`config.mk`:
```
export PLATFORM = sky130hd
export DESIGN_NAME = decode_stage
export DESIGN_NICKNAME = d
export VERILOG_FILES = /design/src/rtl/decode_pkg.sv /design/src/rtl/ctrl_gen.sv /design/src/rtl/decode_stage.sv /design/src/rtl/imm_gen.sv /design/src/rtl/inst_matcher.sv /design/src/rtl/reg_file.sv
export SDC_FILE = /design/constraint.sdc
export NUM_CORES = 2
export LEC_CHECK = 0
export BUFFER_PORTS_ARGS = -buffer_cell sky130_fd_sc_hd__buf_2
export CAP_MARGIN = 10
export CORE_ASPECT_RATIO = 0.9
export CORE_MARGIN = 5
export CORE_UTILIZATION = 63
export DETAILED_ROUTE_END_ITERATION = 8
export MAX_ROUTING_LAYER = met4
export PLACE_DENSITY_LB_ADDON = 0.05
export SYNTH_ARGS = -nofsm -noshare
export SYNTH_HDL_FRONTEND = slang
export SYNTH_SLANG_ARGS = --single-unit
```
`constraint.sdc`:
```
create_clock -name clk -period 6.1 [get_ports clk]
set_input_delay 0.305 -clock clk [delete_from_list [all_inputs] [get_ports clk]]
set_output_delay 0.305 -clock clk [all_outputs]
set_load 0.05 [all_outputs]
```
`src/rtl/decode_pkg.sv`:
```
package decode_pkg;

    localparam int xlen       = 32;
    localparam int reg_addr_w = 5;

    typedef logic [xlen-1:0]       word_t;
    typedef logic [reg_addr_w-1:0] reg_idx_t;

    // one value per supported instruction
    typedef enum logic [5:0] {
        INST_INVALID = 6'd0,
        INST_ADD_W, INST_SUB_W, INST_ADDI_W, INST_LU12I_W, INST_PCADDU12I,
        INST_SLT, INST_SLTU, INST_SLTI, INST_SLTUI,
        INST_AND, INST_OR, INST_NOR, INST_XOR,
        INST_ANDI, INST_ORI, INST_XORI,
        INST_SLL_W, INST_SRL_W, INST_SRA_W,
        INST_SLLI_W, INST_SRLI_W, INST_SRAI_W,
        INST_MUL_W, INST_MULH_W, INST_MULH_WU,
        INST_DIV_W, INST_DIV_WU, INST_MOD_W, INST_MOD_WU,
        INST_BEQ, INST_BNE, INST_BLT, INST_BGE, INST_BLTU, INST_BGEU,
        INST_B, INST_BL, INST_JIRL,
        INST_LD_B, INST_LD_H, INST_LD_W, INST_LD_BU, INST_LD_HU,
        INST_ST_B, INST_ST_H, INST_ST_W
    } inst_kind_t;

    typedef enum logic [2:0] {
        IMM_NONE,
        IMM_UI5,
        IMM_SI12,
        IMM_UI12,
        IMM_SI20,
        IMM_OFFS16,
        IMM_OFFS26
    } imm_kind_t;

    typedef enum logic [2:0] {
        EXU_NONE,
        EXU_ALU,
        EXU_MUL,
        EXU_DIV,
        EXU_CMP
    } exec_unit_t;

    typedef enum logic [3:0] {
        ADD, SUB, AND, OR, NOR, XOR, SLL, SRL, SRA
    } alu_op_t;

    typedef enum logic [3:0] {
        MUL_LO, MUL_HI, MUL_HIU
    } mul_op_t;

    typedef enum logic [3:0] {
        DIV_Q, DIV_QU, DIV_R, DIV_RU
    } div_op_t;

    typedef enum logic [1:0] {
        SRC1_RJ, SRC1_PC, SRC1_ZERO
    } src1_sel_t;

    typedef enum logic {
        SRC2_RK, SRC2_IMM
    } src2_sel_t;

    // result is taken when the matching relation bit is set
    typedef struct packed {
        logic is_signed;
        logic accept_lt;
        logic accept_eq;
        logic accept_gt;
    } cmp_cond_t;

    // msb marks sign extension on loads
    typedef enum logic [2:0] {
        LEN_W  = 3'b100,
        LEN_B  = 3'b110,
        LEN_H  = 3'b101,
        LEN_BU = 3'b010,
        LEN_HU = 3'b001
    } mem_len_t;

    typedef enum logic [1:0] {
        MEM_NONE  = 2'b00,
        MEM_WRITE = 2'b01,
        MEM_READ  = 2'b10
    } mem_rw_t;

    typedef enum logic [1:0] {
        WB_NONE, WB_EX, WB_PC4, WB_MEM
    } wb_src_t;

    typedef struct packed {
        exec_unit_t exec_unit;
        logic [3:0] exec_op;
        src1_sel_t  src1_sel;
        src2_sel_t  src2_sel;
        cmp_cond_t  cmp_cond;
        logic       branch;
        mem_len_t   mem_len;
        mem_rw_t    mem_rw;
        logic       wb_valid;
        wb_src_t    wb_src;
        reg_idx_t   rd_index;
    } ctrl_t;

    typedef struct packed {
        logic     we;
        reg_idx_t index;
        word_t    data;
    } wb_req_t;

endpackage

```
`src/rtl/ctrl_gen.sv`:
```
module ctrl_gen
    import decode_pkg::*;
(
    input  inst_kind_t kind,
    input  reg_idx_t   rd_field,
    output ctrl_t      ctrl,
    output imm_kind_t  imm_kind
);

    exec_unit_t unit;
    alu_op_t    alu_op;
    mul_op_t    mul_op;
    div_op_t    div_op;
    logic [3:0] exec_op;
    src1_sel_t  src1;
    cmp_cond_t  cmp;
    logic       is_branch;
    mem_len_t   len;
    mem_rw_t    rw;
    wb_src_t    wb_src;

    always_comb begin
        case (kind)
            INST_ADD_W, INST_SUB_W, INST_ADDI_W, INST_LU12I_W, INST_PCADDU12I,
            INST_AND, INST_OR, INST_NOR, INST_XOR, INST_ANDI, INST_ORI, INST_XORI,
            INST_SLL_W, INST_SRL_W, INST_SRA_W, INST_SLLI_W, INST_SRLI_W, INST_SRAI_W,
            INST_BEQ, INST_BNE, INST_BLT, INST_BGE, INST_BLTU, INST_BGEU,
            INST_B, INST_BL, INST_JIRL,
            INST_LD_B, INST_LD_H, INST_LD_W, INST_LD_BU, INST_LD_HU,
            INST_ST_B, INST_ST_H, INST_ST_W:                  unit = EXU_ALU;
            INST_MUL_W, INST_MULH_W, INST_MULH_WU:             unit = EXU_MUL;
            INST_DIV_W, INST_DIV_WU, INST_MOD_W, INST_MOD_WU:  unit = EXU_DIV;
            INST_SLT, INST_SLTU, INST_SLTI, INST_SLTUI:        unit = EXU_CMP;
            default:                                           unit = EXU_NONE;
        endcase
    end

    // address and target adds fall through to ADD
    always_comb begin
        case (kind)
            INST_SUB_W:                           alu_op = SUB;
            INST_AND, INST_ANDI:                  alu_op = AND;
            INST_OR, INST_ORI:                    alu_op = OR;
            INST_NOR:                             alu_op = NOR;
            INST_XOR, INST_XORI:                  alu_op = XOR;
            INST_SLL_W, INST_SLLI_W:              alu_op = SLL;
            INST_SRL_W, INST_SRLI_W:              alu_op = SRL;
            INST_SRA_W, INST_SRAI_W:              alu_op = SRA;
            default:                              alu_op = ADD;
        endcase
    end

    always_comb begin
        case (kind)
            INST_MULH_W:  mul_op = MUL_HI;
            INST_MULH_WU: mul_op = MUL_HIU;
            default:      mul_op = MUL_LO;
        endcase
        case (kind)
            INST_DIV_WU: div_op = DIV_QU;
            INST_MOD_W:  div_op = DIV_R;
            INST_MOD_WU: div_op = DIV_RU;
            default:     div_op = DIV_Q;
        endcase
    end

    always_comb begin
        case (unit)
            EXU_ALU: exec_op = alu_op;
            EXU_MUL: exec_op = mul_op;
            EXU_DIV: exec_op = div_op;
            default: exec_op = '0;
        endcase
    end

    always_comb begin
        case (kind)
            INST_SLLI_W, INST_SRLI_W, INST_SRAI_W:           imm_kind = IMM_UI5;
            INST_ADDI_W, INST_SLTI, INST_SLTUI,
            INST_LD_B, INST_LD_H, INST_LD_W, INST_LD_BU, INST_LD_HU,
            INST_ST_B, INST_ST_H, INST_ST_W:                 imm_kind = IMM_SI12;
            INST_ANDI, INST_ORI, INST_XORI:                  imm_kind = IMM_UI12;
            INST_LU12I_W, INST_PCADDU12I:                    imm_kind = IMM_SI20;
            INST_BEQ, INST_BNE, INST_BLT, INST_BGE,
            INST_BLTU, INST_BGEU, INST_JIRL:                 imm_kind = IMM_OFFS16;
            INST_B, INST_BL:                                 imm_kind = IMM_OFFS26;
            default:                                         imm_kind = IMM_NONE;
        endcase
    end

    always_comb begin
        case (kind)
            INST_PCADDU12I, INST_BEQ, INST_BNE, INST_BLT, INST_BGE,
            INST_BLTU, INST_BGEU, INST_B, INST_BL:           src1 = SRC1_PC;
            INST_LU12I_W:                                    src1 = SRC1_ZERO;
            default:                                         src1 = SRC1_RJ;
        endcase
    end

    always_comb begin
        cmp = '0;
        case (kind)
            INST_SLT, INST_SLTI, INST_BEQ, INST_BNE, INST_BLT, INST_BGE:
                cmp.is_signed = 1'b1;
            default: ;
        endcase
        case (kind)
            INST_SLT, INST_SLTU, INST_SLTI, INST_SLTUI, INST_BLT, INST_BLTU:
                cmp.accept_lt = 1'b1;
            INST_BEQ:
                cmp.accept_eq = 1'b1;
            INST_BNE: begin
                cmp.accept_lt = 1'b1;
                cmp.accept_gt = 1'b1;
            end
            INST_BGE, INST_BGEU: begin
                cmp.accept_eq = 1'b1;
                cmp.accept_gt = 1'b1;
            end
            // unconditional, always taken
            INST_B, INST_BL, INST_JIRL: begin
                cmp.accept_lt = 1'b1;
                cmp.accept_eq = 1'b1;
                cmp.accept_gt = 1'b1;
            end
            default: ;
        endcase
    end

    always_comb begin
        case (kind)
            INST_BEQ, INST_BNE, INST_BLT, INST_BGE, INST_BLTU, INST_BGEU,
            INST_B, INST_BL, INST_JIRL: is_branch = 1'b1;
            default:                    is_branch = 1'b0;
        endcase
    end

    always_comb begin
        case (kind)
            INST_LD_B, INST_ST_B: len = LEN_B;
            INST_LD_H, INST_ST_H: len = LEN_H;
            INST_LD_BU:           len = LEN_BU;
            INST_LD_HU:           len = LEN_HU;
            default:              len = LEN_W;
        endcase
        case (kind)
            INST_LD_B, INST_LD_H, INST_LD_W, INST_LD_BU, INST_LD_HU: rw = MEM_READ;
            INST_ST_B, INST_ST_H, INST_ST_W:                         rw = MEM_WRITE;
            default:                                                 rw = MEM_NONE;
        endcase
    end

    always_comb begin
        case (kind)
            INST_BL, INST_JIRL: wb_src = WB_PC4;
            default: begin
                if (rw == MEM_READ) begin
                    wb_src = WB_MEM;
                end else if (unit != EXU_NONE && unit != EXU_ALU) begin
                    wb_src = WB_EX;
                end else if (unit == EXU_ALU && !is_branch && rw == MEM_NONE) begin
                    wb_src = WB_EX;
                end else begin
                    wb_src = WB_NONE;
                end
            end
        endcase
    end

    always_comb begin
        ctrl.exec_unit = unit;
        ctrl.exec_op   = exec_op;
        ctrl.src1_sel  = src1;
        ctrl.src2_sel  = (imm_kind != IMM_NONE) ? SRC2_IMM : SRC2_RK;
        ctrl.cmp_cond  = cmp;
        ctrl.branch    = is_branch;
        ctrl.mem_len   = len;
        ctrl.mem_rw    = rw;
        ctrl.wb_valid  = (wb_src != WB_NONE);
        ctrl.wb_src    = wb_src;
        // bl links into r1
        ctrl.rd_index  = (kind == INST_BL) ? reg_idx_t'(1) : rd_field;
    end

endmodule

```
`src/rtl/decode_stage.sv`:
```
module decode_stage
    import decode_pkg::*;
(
    input  logic    clk,
    input  logic    rst_n,
    input  word_t   inst,
    input  wb_req_t wb,
    output ctrl_t   ctrl,
    output word_t   imm,
    output word_t   rj_data,
    output word_t   rk_data
);

    inst_kind_t kind;
    imm_kind_t  imm_kind;

    inst_matcher u_inst_matcher (
        .inst (inst),
        .kind (kind)
    );

    ctrl_gen u_ctrl_gen (
        .kind     (kind),
        .rd_field (inst[4:0]),
        .ctrl     (ctrl),
        .imm_kind (imm_kind)
    );

    imm_gen u_imm_gen (
        .inst     (inst),
        .imm_kind (imm_kind),
        .imm      (imm)
    );

    // rj in bits 9:5, rk in bits 14:10
    reg_file u_reg_file (
        .clk      (clk),
        .rst_n    (rst_n),
        .rj_index (inst[9:5]),
        .rk_index (inst[14:10]),
        .wb       (wb),
        .rj_data  (rj_data),
        .rk_data  (rk_data)
    );

endmodule

```
`src/rtl/imm_gen.sv`:
```
module imm_gen
    import decode_pkg::*;
(
    input  word_t     inst,
    input  imm_kind_t imm_kind,
    output word_t     imm
);

    always_comb begin
        case (imm_kind)
            IMM_UI5: begin
                imm = {27'b0, inst[14:10]};
            end
            IMM_SI12: begin
                imm = {{20{inst[21]}}, inst[21:10]};
            end
            IMM_UI12: begin
                imm = {20'b0, inst[21:10]};
            end
            IMM_SI20: begin
                imm = {inst[24:5], 12'b0};
            end
            // branch offsets are word aligned
            IMM_OFFS16: begin
                imm = {{14{inst[25]}}, inst[25:10], 2'b0};
            end
            IMM_OFFS26: begin
                // high part sits in the low bits of the word
                imm = {{4{inst[9]}}, inst[9:0], inst[25:10], 2'b0};
            end
            default: begin
                imm = '0;
            end
        endcase
    end

endmodule

```
`src/rtl/inst_matcher.sv`:
```
module inst_matcher
    import decode_pkg::*;
(
    input  word_t      inst,
    output inst_kind_t kind
);

    logic [63:0] op_31_26_d;
    logic [15:0] op_25_22_d;
    logic [3:0]  op_21_20_d;
    logic [31:0] op_19_15_d;

    // one-hot field decoders
    for (genvar i = 0; i < 64; i++) begin : g_dec_31_26
        assign op_31_26_d[i] = (inst[31:26] == 6'(i));
    end

    for (genvar i = 0; i < 16; i++) begin : g_dec_25_22
        assign op_25_22_d[i] = (inst[25:22] == 4'(i));
    end

    for (genvar i = 0; i < 4; i++) begin : g_dec_21_20
        assign op_21_20_d[i] = (inst[21:20] == 2'(i));
    end

    for (genvar i = 0; i < 32; i++) begin : g_dec_19_15
        assign op_19_15_d[i] = (inst[19:15] == 5'(i));
    end

    logic op_00;
    logic op_mem;
    logic grp_3r;
    logic grp_div;
    logic grp_shift;
    logic [63:0] hit;

    assign op_00     = op_31_26_d[6'h00];
    assign op_mem    = op_31_26_d[6'h0a];
    assign grp_3r    = op_00 & op_25_22_d[4'h0] & op_21_20_d[2'h1];
    assign grp_div   = op_00 & op_25_22_d[4'h0] & op_21_20_d[2'h2];
    assign grp_shift = op_00 & op_25_22_d[4'h1] & op_21_20_d[2'h0];

    always_comb begin
        hit = '0;
        // three-register forms
        hit[INST_ADD_W]     = grp_3r & op_19_15_d[5'h00];
        hit[INST_SUB_W]     = grp_3r & op_19_15_d[5'h02];
        hit[INST_SLT]       = grp_3r & op_19_15_d[5'h04];
        hit[INST_SLTU]      = grp_3r & op_19_15_d[5'h05];
        hit[INST_NOR]       = grp_3r & op_19_15_d[5'h08];
        hit[INST_AND]       = grp_3r & op_19_15_d[5'h09];
        hit[INST_OR]        = grp_3r & op_19_15_d[5'h0a];
        hit[INST_XOR]       = grp_3r & op_19_15_d[5'h0b];
        hit[INST_SLL_W]     = grp_3r & op_19_15_d[5'h0e];
        hit[INST_SRL_W]     = grp_3r & op_19_15_d[5'h0f];
        hit[INST_SRA_W]     = grp_3r & op_19_15_d[5'h10];
        hit[INST_MUL_W]     = grp_3r & op_19_15_d[5'h18];
        hit[INST_MULH_W]    = grp_3r & op_19_15_d[5'h19];
        hit[INST_MULH_WU]   = grp_3r & op_19_15_d[5'h1a];
        hit[INST_DIV_W]     = grp_div & op_19_15_d[5'h00];
        hit[INST_MOD_W]     = grp_div & op_19_15_d[5'h01];
        hit[INST_DIV_WU]    = grp_div & op_19_15_d[5'h02];
        hit[INST_MOD_WU]    = grp_div & op_19_15_d[5'h03];
        hit[INST_SLLI_W]    = grp_shift & op_19_15_d[5'h01];
        hit[INST_SRLI_W]    = grp_shift & op_19_15_d[5'h09];
        hit[INST_SRAI_W]    = grp_shift & op_19_15_d[5'h11];
        // 12-bit immediate forms
        hit[INST_SLTI]      = op_00 & op_25_22_d[4'h8];
        hit[INST_SLTUI]     = op_00 & op_25_22_d[4'h9];
        hit[INST_ADDI_W]    = op_00 & op_25_22_d[4'ha];
        hit[INST_ANDI]      = op_00 & op_25_22_d[4'hd];
        hit[INST_ORI]       = op_00 & op_25_22_d[4'he];
        hit[INST_XORI]      = op_00 & op_25_22_d[4'hf];
        hit[INST_LD_B]      = op_mem & op_25_22_d[4'h0];
        hit[INST_LD_H]      = op_mem & op_25_22_d[4'h1];
        hit[INST_LD_W]      = op_mem & op_25_22_d[4'h2];
        hit[INST_ST_B]      = op_mem & op_25_22_d[4'h4];
        hit[INST_ST_H]      = op_mem & op_25_22_d[4'h5];
        hit[INST_ST_W]      = op_mem & op_25_22_d[4'h6];
        hit[INST_LD_BU]     = op_mem & op_25_22_d[4'h8];
        hit[INST_LD_HU]     = op_mem & op_25_22_d[4'h9];
        // branches and jumps use the top field only
        hit[INST_JIRL]      = op_31_26_d[6'h13];
        hit[INST_B]         = op_31_26_d[6'h14];
        hit[INST_BL]        = op_31_26_d[6'h15];
        hit[INST_BEQ]       = op_31_26_d[6'h16];
        hit[INST_BNE]       = op_31_26_d[6'h17];
        hit[INST_BLT]       = op_31_26_d[6'h18];
        hit[INST_BGE]       = op_31_26_d[6'h19];
        hit[INST_BLTU]      = op_31_26_d[6'h1a];
        hit[INST_BGEU]      = op_31_26_d[6'h1b];
        hit[INST_LU12I_W]   = op_31_26_d[6'h05] & ~inst[25];
        hit[INST_PCADDU12I] = op_31_26_d[6'h07] & ~inst[25];
    end

    // lowest kind wins, nothing matched stays invalid
    always_comb begin
        kind = INST_INVALID;
        for (int i = 63; i > 0; i--) begin
            if (hit[i]) begin
                kind = inst_kind_t'(i);
            end
        end
    end

endmodule

```
`src/rtl/reg_file.sv`:
```
module reg_file
    import decode_pkg::*;
(
    input  logic     clk,
    input  logic     rst_n,
    input  reg_idx_t rj_index,
    input  reg_idx_t rk_index,
    input  wb_req_t  wb,
    output word_t    rj_data,
    output word_t    rk_data
);

    localparam int depth = 2 ** reg_addr_w;

    word_t regs [depth];

    always_ff @(posedge clk) begin
        if (!rst_n) begin
            for (int i = 0; i < depth; i++) begin
                regs[i] <= '0;
            end
        end else if (wb.we && wb.index != '0) begin
            regs[wb.index] <= wb.data;
        end
    end

    // r0 is hardwired to zero
    assign rj_data = (rj_index == '0) ? '0 : regs[rj_index];
    assign rk_data = (rk_index == '0) ? '0 : regs[rk_index];

endmodule

```
After elaboration in Yosys (flattened, before gate mapping):

Memory sizes are Yosys's and may differ from the RTL's.
Index checks and enable logic that the tools add are counted.

* logic and storage cells: 229
* output and inout port bits: 124
* memories: 4
* register bits: 0
* ROM bits: 512
* bits of input ports: 72
* memory bits (writable): 1024

Memories
* u_reg_file.regs: words 32, width 32, read ports 2, clocked after memory_dff 0, write ports 32, line reg_file.sv:15 `word_t regs [depth];`
* (no name shown): words 64, width 3, read ports 1, clocked after memory_dff 0, write ports 0, line ctrl_gen.sv:77 `case (kind)`
* (no name shown): words 64, width 3, read ports 1, clocked after memory_dff 0, write ports 0, line ctrl_gen.sv:23 `case (kind)`
* (no name shown): words 32, width 4, read ports 1, clocked after memory_dff 0, write ports 0, line ctrl_gen.sv:40 `case (kind)`

* bitwise operators: 43
* reduce and logical (&&, ||, !) cells: 28
* equal/unequal tests: 80
* mux-type cells: 74

Operators by type and width (count)
* 2-to-1 mux 6 bit: 46
* one-hot mux 32 bit (6 select lines): 1
* == test 6 x 5 -> 1 bit (second input constant): 16
* 2-to-1 mux 32 bit: 3
* == test 6 bit (second input constant): 15
* bitwise AND 1 bit: 42
* == test 6 x 3 -> 1 bit (second input constant): 6
* OR reduction 32 bit: 1
* == test 5 x 4 -> 1 bit (second input constant): 6
* == test 5 bit (second input constant): 5
* == test 4 bit (second input constant): 6
* == test 6 x 4 -> 1 bit (second input constant): 3
* OR reduction 6 bit: 3
* OR reduction 9 bit: 2
* zero test 5 bit: 3
* == test 3 x 2 -> 1 bit (second input constant): 4
* == test 4 x 3 -> 1 bit (second input constant): 3
* 2-to-1 mux 1 bit: 12
* one-hot mux 2 bit (2 select lines): 3
* one-hot mux 3 bit (4 select lines): 1
* one-hot mux 4 bit (3 select lines): 1
* == test 5 x 2 -> 1 bit (second input constant): 2
* == test 5 x 3 -> 1 bit (second input constant): 2
* 2-to-1 mux 5 bit: 2
* other kinds (24): 37

Logic depth before layout (Yosys ltp):

* depth in word-level cells: 59
* depth in mapped cells: 18
* depth with buffers taken out: 14

Cells and area by module:

Synthesis repeated with hierarchy kept, for this count alone.

* cells, all modules: 3870
* area, all modules: 56556.7 µm²

Modules (own cells, without submodules)
* reg_file: area an instance 54215.7 µm², cells each 3507, sequential area each 30749.5 µm², instances 1
* ctrl_gen: area an instance 960.9 µm², cells each 155, sequential area each 0.0 µm², instances 1
* inst_matcher: area an instance 733.2 µm², cells each 125, sequential area each 0.0 µm², instances 1
* imm_gen: area an instance 646.9 µm², cells each 83, sequential area each 0.0 µm², instances 1

Worst setup path before layout:

Ideal clock, no wire load.

* kind: input port to output port
* start: input inst[28]
* end: output ctrl[23] (netlist bit)
* arrival time: 5.312 ns
* path buffers: 2
* required time: 5.795 ns
* stages on the path: 14
* setup slack: 0.483 ns
* cell sequence: clkbuf_1 > nor4_1 > and4_1 > a22o_1 > or4b_2 > a221oi_1 > inv_1 > ha_1 > inv_1 > a31oi_1 > a32oi_1 > or3b_1 > clkbuf_2 > nor4b_1

RTL lines
* start: declaration: line decode_stage.sv:6 `input word_t inst,`
* end: declaration: line decode_stage.sv:8 `output ctrl_t ctrl,`

Worst setup path after layout:

* start: input inst[25]
* end: output imm[28]

* cells in the longest elaborated chain, start to end: 51
* elaborated cells on any way between the ends: 109
* classes of those cells: 17 x eq/ne; 47 x mux; 43 x bitwise; 1 x reduce/logical; 1 x memory

RTL lines
* == test 4 x 3 -> 1 bit: line inst_matcher.sv:19 `assign op_25_22_d[i] = (inst[25:22] == 4'(i));`
* bitwise AND 1 bit: line inst_matcher.sv:79 `hit[INST_ST_W] = op_mem & op_25_22_d[4'h6];`
* 2-to-1 mux 6 bit (46 in series): line inst_matcher.sv:100 `if (hit[i]) begin`
* memory read (64 x 3 bit)
* == test 3 bit, or another cell as far along: line imm_gen.sv:10 `case (imm_kind)`
* one-hot mux 32 bit (6 select lines) *: line imm_gen.sv:10
* end: declaration: line decode_stage.sv:9 `output word_t imm,`

Mark *: on every way between the ends. The rest lies on a longest branch, timed or not.

==> out/qor.csv <==
metric,value,unit
status,"finished, final reports clean",
power_per_cell_area,278.4,mW/mm^2
core_region_area,0.08914,sq mm
grt_use_total,0.3977,
yosys.area.top_type_share,0.5452,
period_share,0.8962,
avgSynthCellArea,15.67,sq um
cts.sinks,1024,
place.gp.congestion,0.9396,
cts_tree,built,
fmax,182.9,MHz
synth.distinct_cells,79,
grt_pass1_wl,262700,um
async_flop_share,0,
clkPwrFrac,0.365,
synth_edf_count,1024,
cp-endpoint,imm[28],
syn_area,0.05640,sq mm
fin_cells,4905,
num_io_pins,196,
seqPwrFrac,0.480,
synth_area_leaders,"edfxtp_1, mux4_2, and2_1",
hold_viol,0,
critical_path_class,input pin to primary output,
setup_violations,0,
start_util,0.6327,
synth_largest_area_cell,edfxtp_1,
end_kind,primary output,
crit_start,inst[25],
critPathRequiredTime,5.79,ns
area.growth.synth_to_final,10.49,%
vdd_ir_drop_max,269.9,uV
min_period,5.467,ns
largest_reg_flops,1024,
antenna_found_initial,28,
via_per_inst,7.410,
dr.pass1.iters,6,
worstHoldPathType,input pin to flop,
comb_power_share,0.154,
worstMarginPinSlew,1.315,ns
drt_iter0_drc,6598,
die_w,325.4,um
die_area,0.09561,sq mm
dominantRegCellSynth,edfxtp_1,
utilization,0.6991,
dp_cells,4695,
seq_area_frac_synth,0.5452,
grt_setup_unrepaired,false,
power_switching,0.004634,W
p_int,0.01271,W
final.fill_count,5701,
ant_nets,0,
cts_root_buf,clkbuf_16,
slew_headroom,0.1200,
drc,0,
reg_top3,u_reg_file.regs x1024,
numPortBuffers,195,
cp.arrival,5.16,ns
cellLeakagePower,21.56,nW
holdWs,0.2307,ns
clk_pin_slew,0.06,ns
wl_per_cell,37.37,um
rows,104,
crit_fanout,16,
numCtsBuffers,106,
vias,36350,
ys_ff_latch,1024,
syn_inst,3599,
slew_viol_final,0,
post-cts-setup-buffers,0,
die_h,293.8,um
h-tree-depth,3,
grt_max_degree,105,
sw_frac_of_total,0.2672,
drv_cap,0,
cp-start-kind,input pin,
drive_above_1_share,0.3106,
grt-ovfl-total,0,
total_power,0.01735,W
fin_nets,3721,
clock_path_buffers,3,
routed_wl,183300,um
hold_buffers,0,
regMostFlops,u_reg_file.regs,
yosys_warnings,0,
cts_resized,0,
grt_pass1_vias,36560,
tns,0,ns
dp_hpwl,109100,um
-- power groups by stage --
stage	Clock (W)	Sequential [W]	Combinational (W)
after detailed placement	0	0.00846	0.00263
after global placement	0	0.00841	0.00261
final	0.00634	0.00833	0.00268
after CTS	0.00635	0.00832	0.00264
after floorplan	0	0.00840	0.00179
after global routing	0.00666	0.00836	0.00275
-- final cells by class --
class	instances	area, sq um	share of cell area
Inverter	15	56.30	0.0009036
Clock buffer	132	2793	0.04482
Multi-Input combinational cell	2197	24800	0.3980
Clock inverter	61	524.3	0.008413
Sequential cell	1024	30750	0.4935
Tap cell	1166	1459	0.02341
Antenna cell	17	42.54	0.0006827
Timing Repair Buffer	293	1889	0.03032
-- cells by family after synthesis --
| kind of cell | Yosys count | synth area share |
|---|---|---|
| DFF | 1024 | 0.5452 |
| buffers and inverters | 409 | 0.02760 |
| adders and majority gates | 13 | 0.002840 |
| xor gates and xnor gates | 4 | 0.0006213 |
| and+or+nand+nor | 1279 | 0.1360 |
| AOI/OAI and AO/OA | 146 | 0.01731 |
| muxes | 723 | 0.2704 |
| other | 1 | 0.00006649 |
-- Yosys cell counts (5+ instances only) --
| cell type | n |
|---|---|
| edfxtp_1 | 1024 |
| and2_1 | 1001 |
| mux4_2 | 640 |
| clkbuf_1 | 324 |
| nor2_1 | 121 |
| mux2i_1 | 81 |
| o21ai_0 | 62 |
| buf_1 | 60 |
| nand2_1 | 41 |
| a21oi_1 | 20 |
| inv_1 | 15 |
| nand4_1 | 14 |
| ha_1 | 12 |
| nand3_1 | 12 |
| nand2b_1 | 11 |
| nor3_1 | 10 |
| nor2b_1 | 9 |
| a31oi_1 | 8 |
| a32o_1 | 8 |
| nor3b_1 | 8 |
| and3_1 | 7 |
| buf_2 | 6 |
| nand3b_1 | 5 |
| nor4_1 | 5 |
-- worst min path at each step --
stage / start / to / cells after the start
CTS: wb[7] / u_reg_file.regs[12][7] / 2
floorplan: wb[0] / u_reg_file.regs[12][0] / 1
global placement: wb[11] / u_reg_file.regs[3][11] / 2
global route: wb[11] / u_reg_file.regs[6][11] / 2
detailed placement: wb[11] / u_reg_file.regs[5][11] / 2
finish: wb[11] / u_reg_file.regs[1][11] / 2
-- through the flow --
step | instance area (sq um) | setup WS (ns)
floorplan | 56510 | 0.4829
global placement | 58950 | 0.8328
detailed placement | 58950 | 0.6592
CTS | 62270 | 0.6479
global route | 62300 | 0.2537
finish | 62310 | 0.6330
-- critical path, stage by stage --
cell      delay (ns)
buf_2           0.31
nor4_1          0.17
and4_1          0.27
a22o_1          0.24
or4b_2          0.73
a221oi_1        0.55
buf_4           0.25
ha_1            0.23
o21ai_0         0.17
or3b_1          0.41
o311a_1         0.18
and4_1          0.29
a41oi_2         0.53
o21ai_0         0.23
buf_2           0.27
-- placed cells by master (no fill, tap or decap), types with 10 or more instances in the layout --
| master | Yosys | routed |
|---|---|---|
| buf_4 | 1 | 94 |
| nand3_1 | 12 | 12 |
| o21ai_4 | 0 | 30 |
| clkbuf_16 | 0 | 108 |
| and2_1 | 1001 | 1001 |
| clkbuf_1 | 324 | 24 |
| edfxtp_1 | 1024 | 1024 |
| clkinv_2 | 0 | 19 |
| diode_2 | 0 | 17 |
| nand4_1 | 14 | 14 |
| conb_1 | 1 | 32 |
| nand2b_1 | 11 | 10 |
| o21ai_0 | 62 | 32 |
| inv_1 | 15 | 14 |
| nor2_1 | 121 | 89 |
| nand2_1 | 41 | 41 |
| mux4_2 | 640 | 640 |
| buf_2 | 6 | 184 |
| nor2_4 | 0 | 32 |
| clkinv_1 | 0 | 28 |
| mux2i_1 | 81 | 81 |
| a21oi_1 | 20 | 20 |
| ha_1 | 12 | 12 |
-- routing by layer --
metal	global-route usage	up-vias	wire, um
li1	-	14050	-
met1	0.5272	18520	62520
met2	0.5904	3216	84080
met3	0.1258	566	28070
met4	0.1500	0	8631
met5	-	-	0
Power figures use the tool's default switching activity.
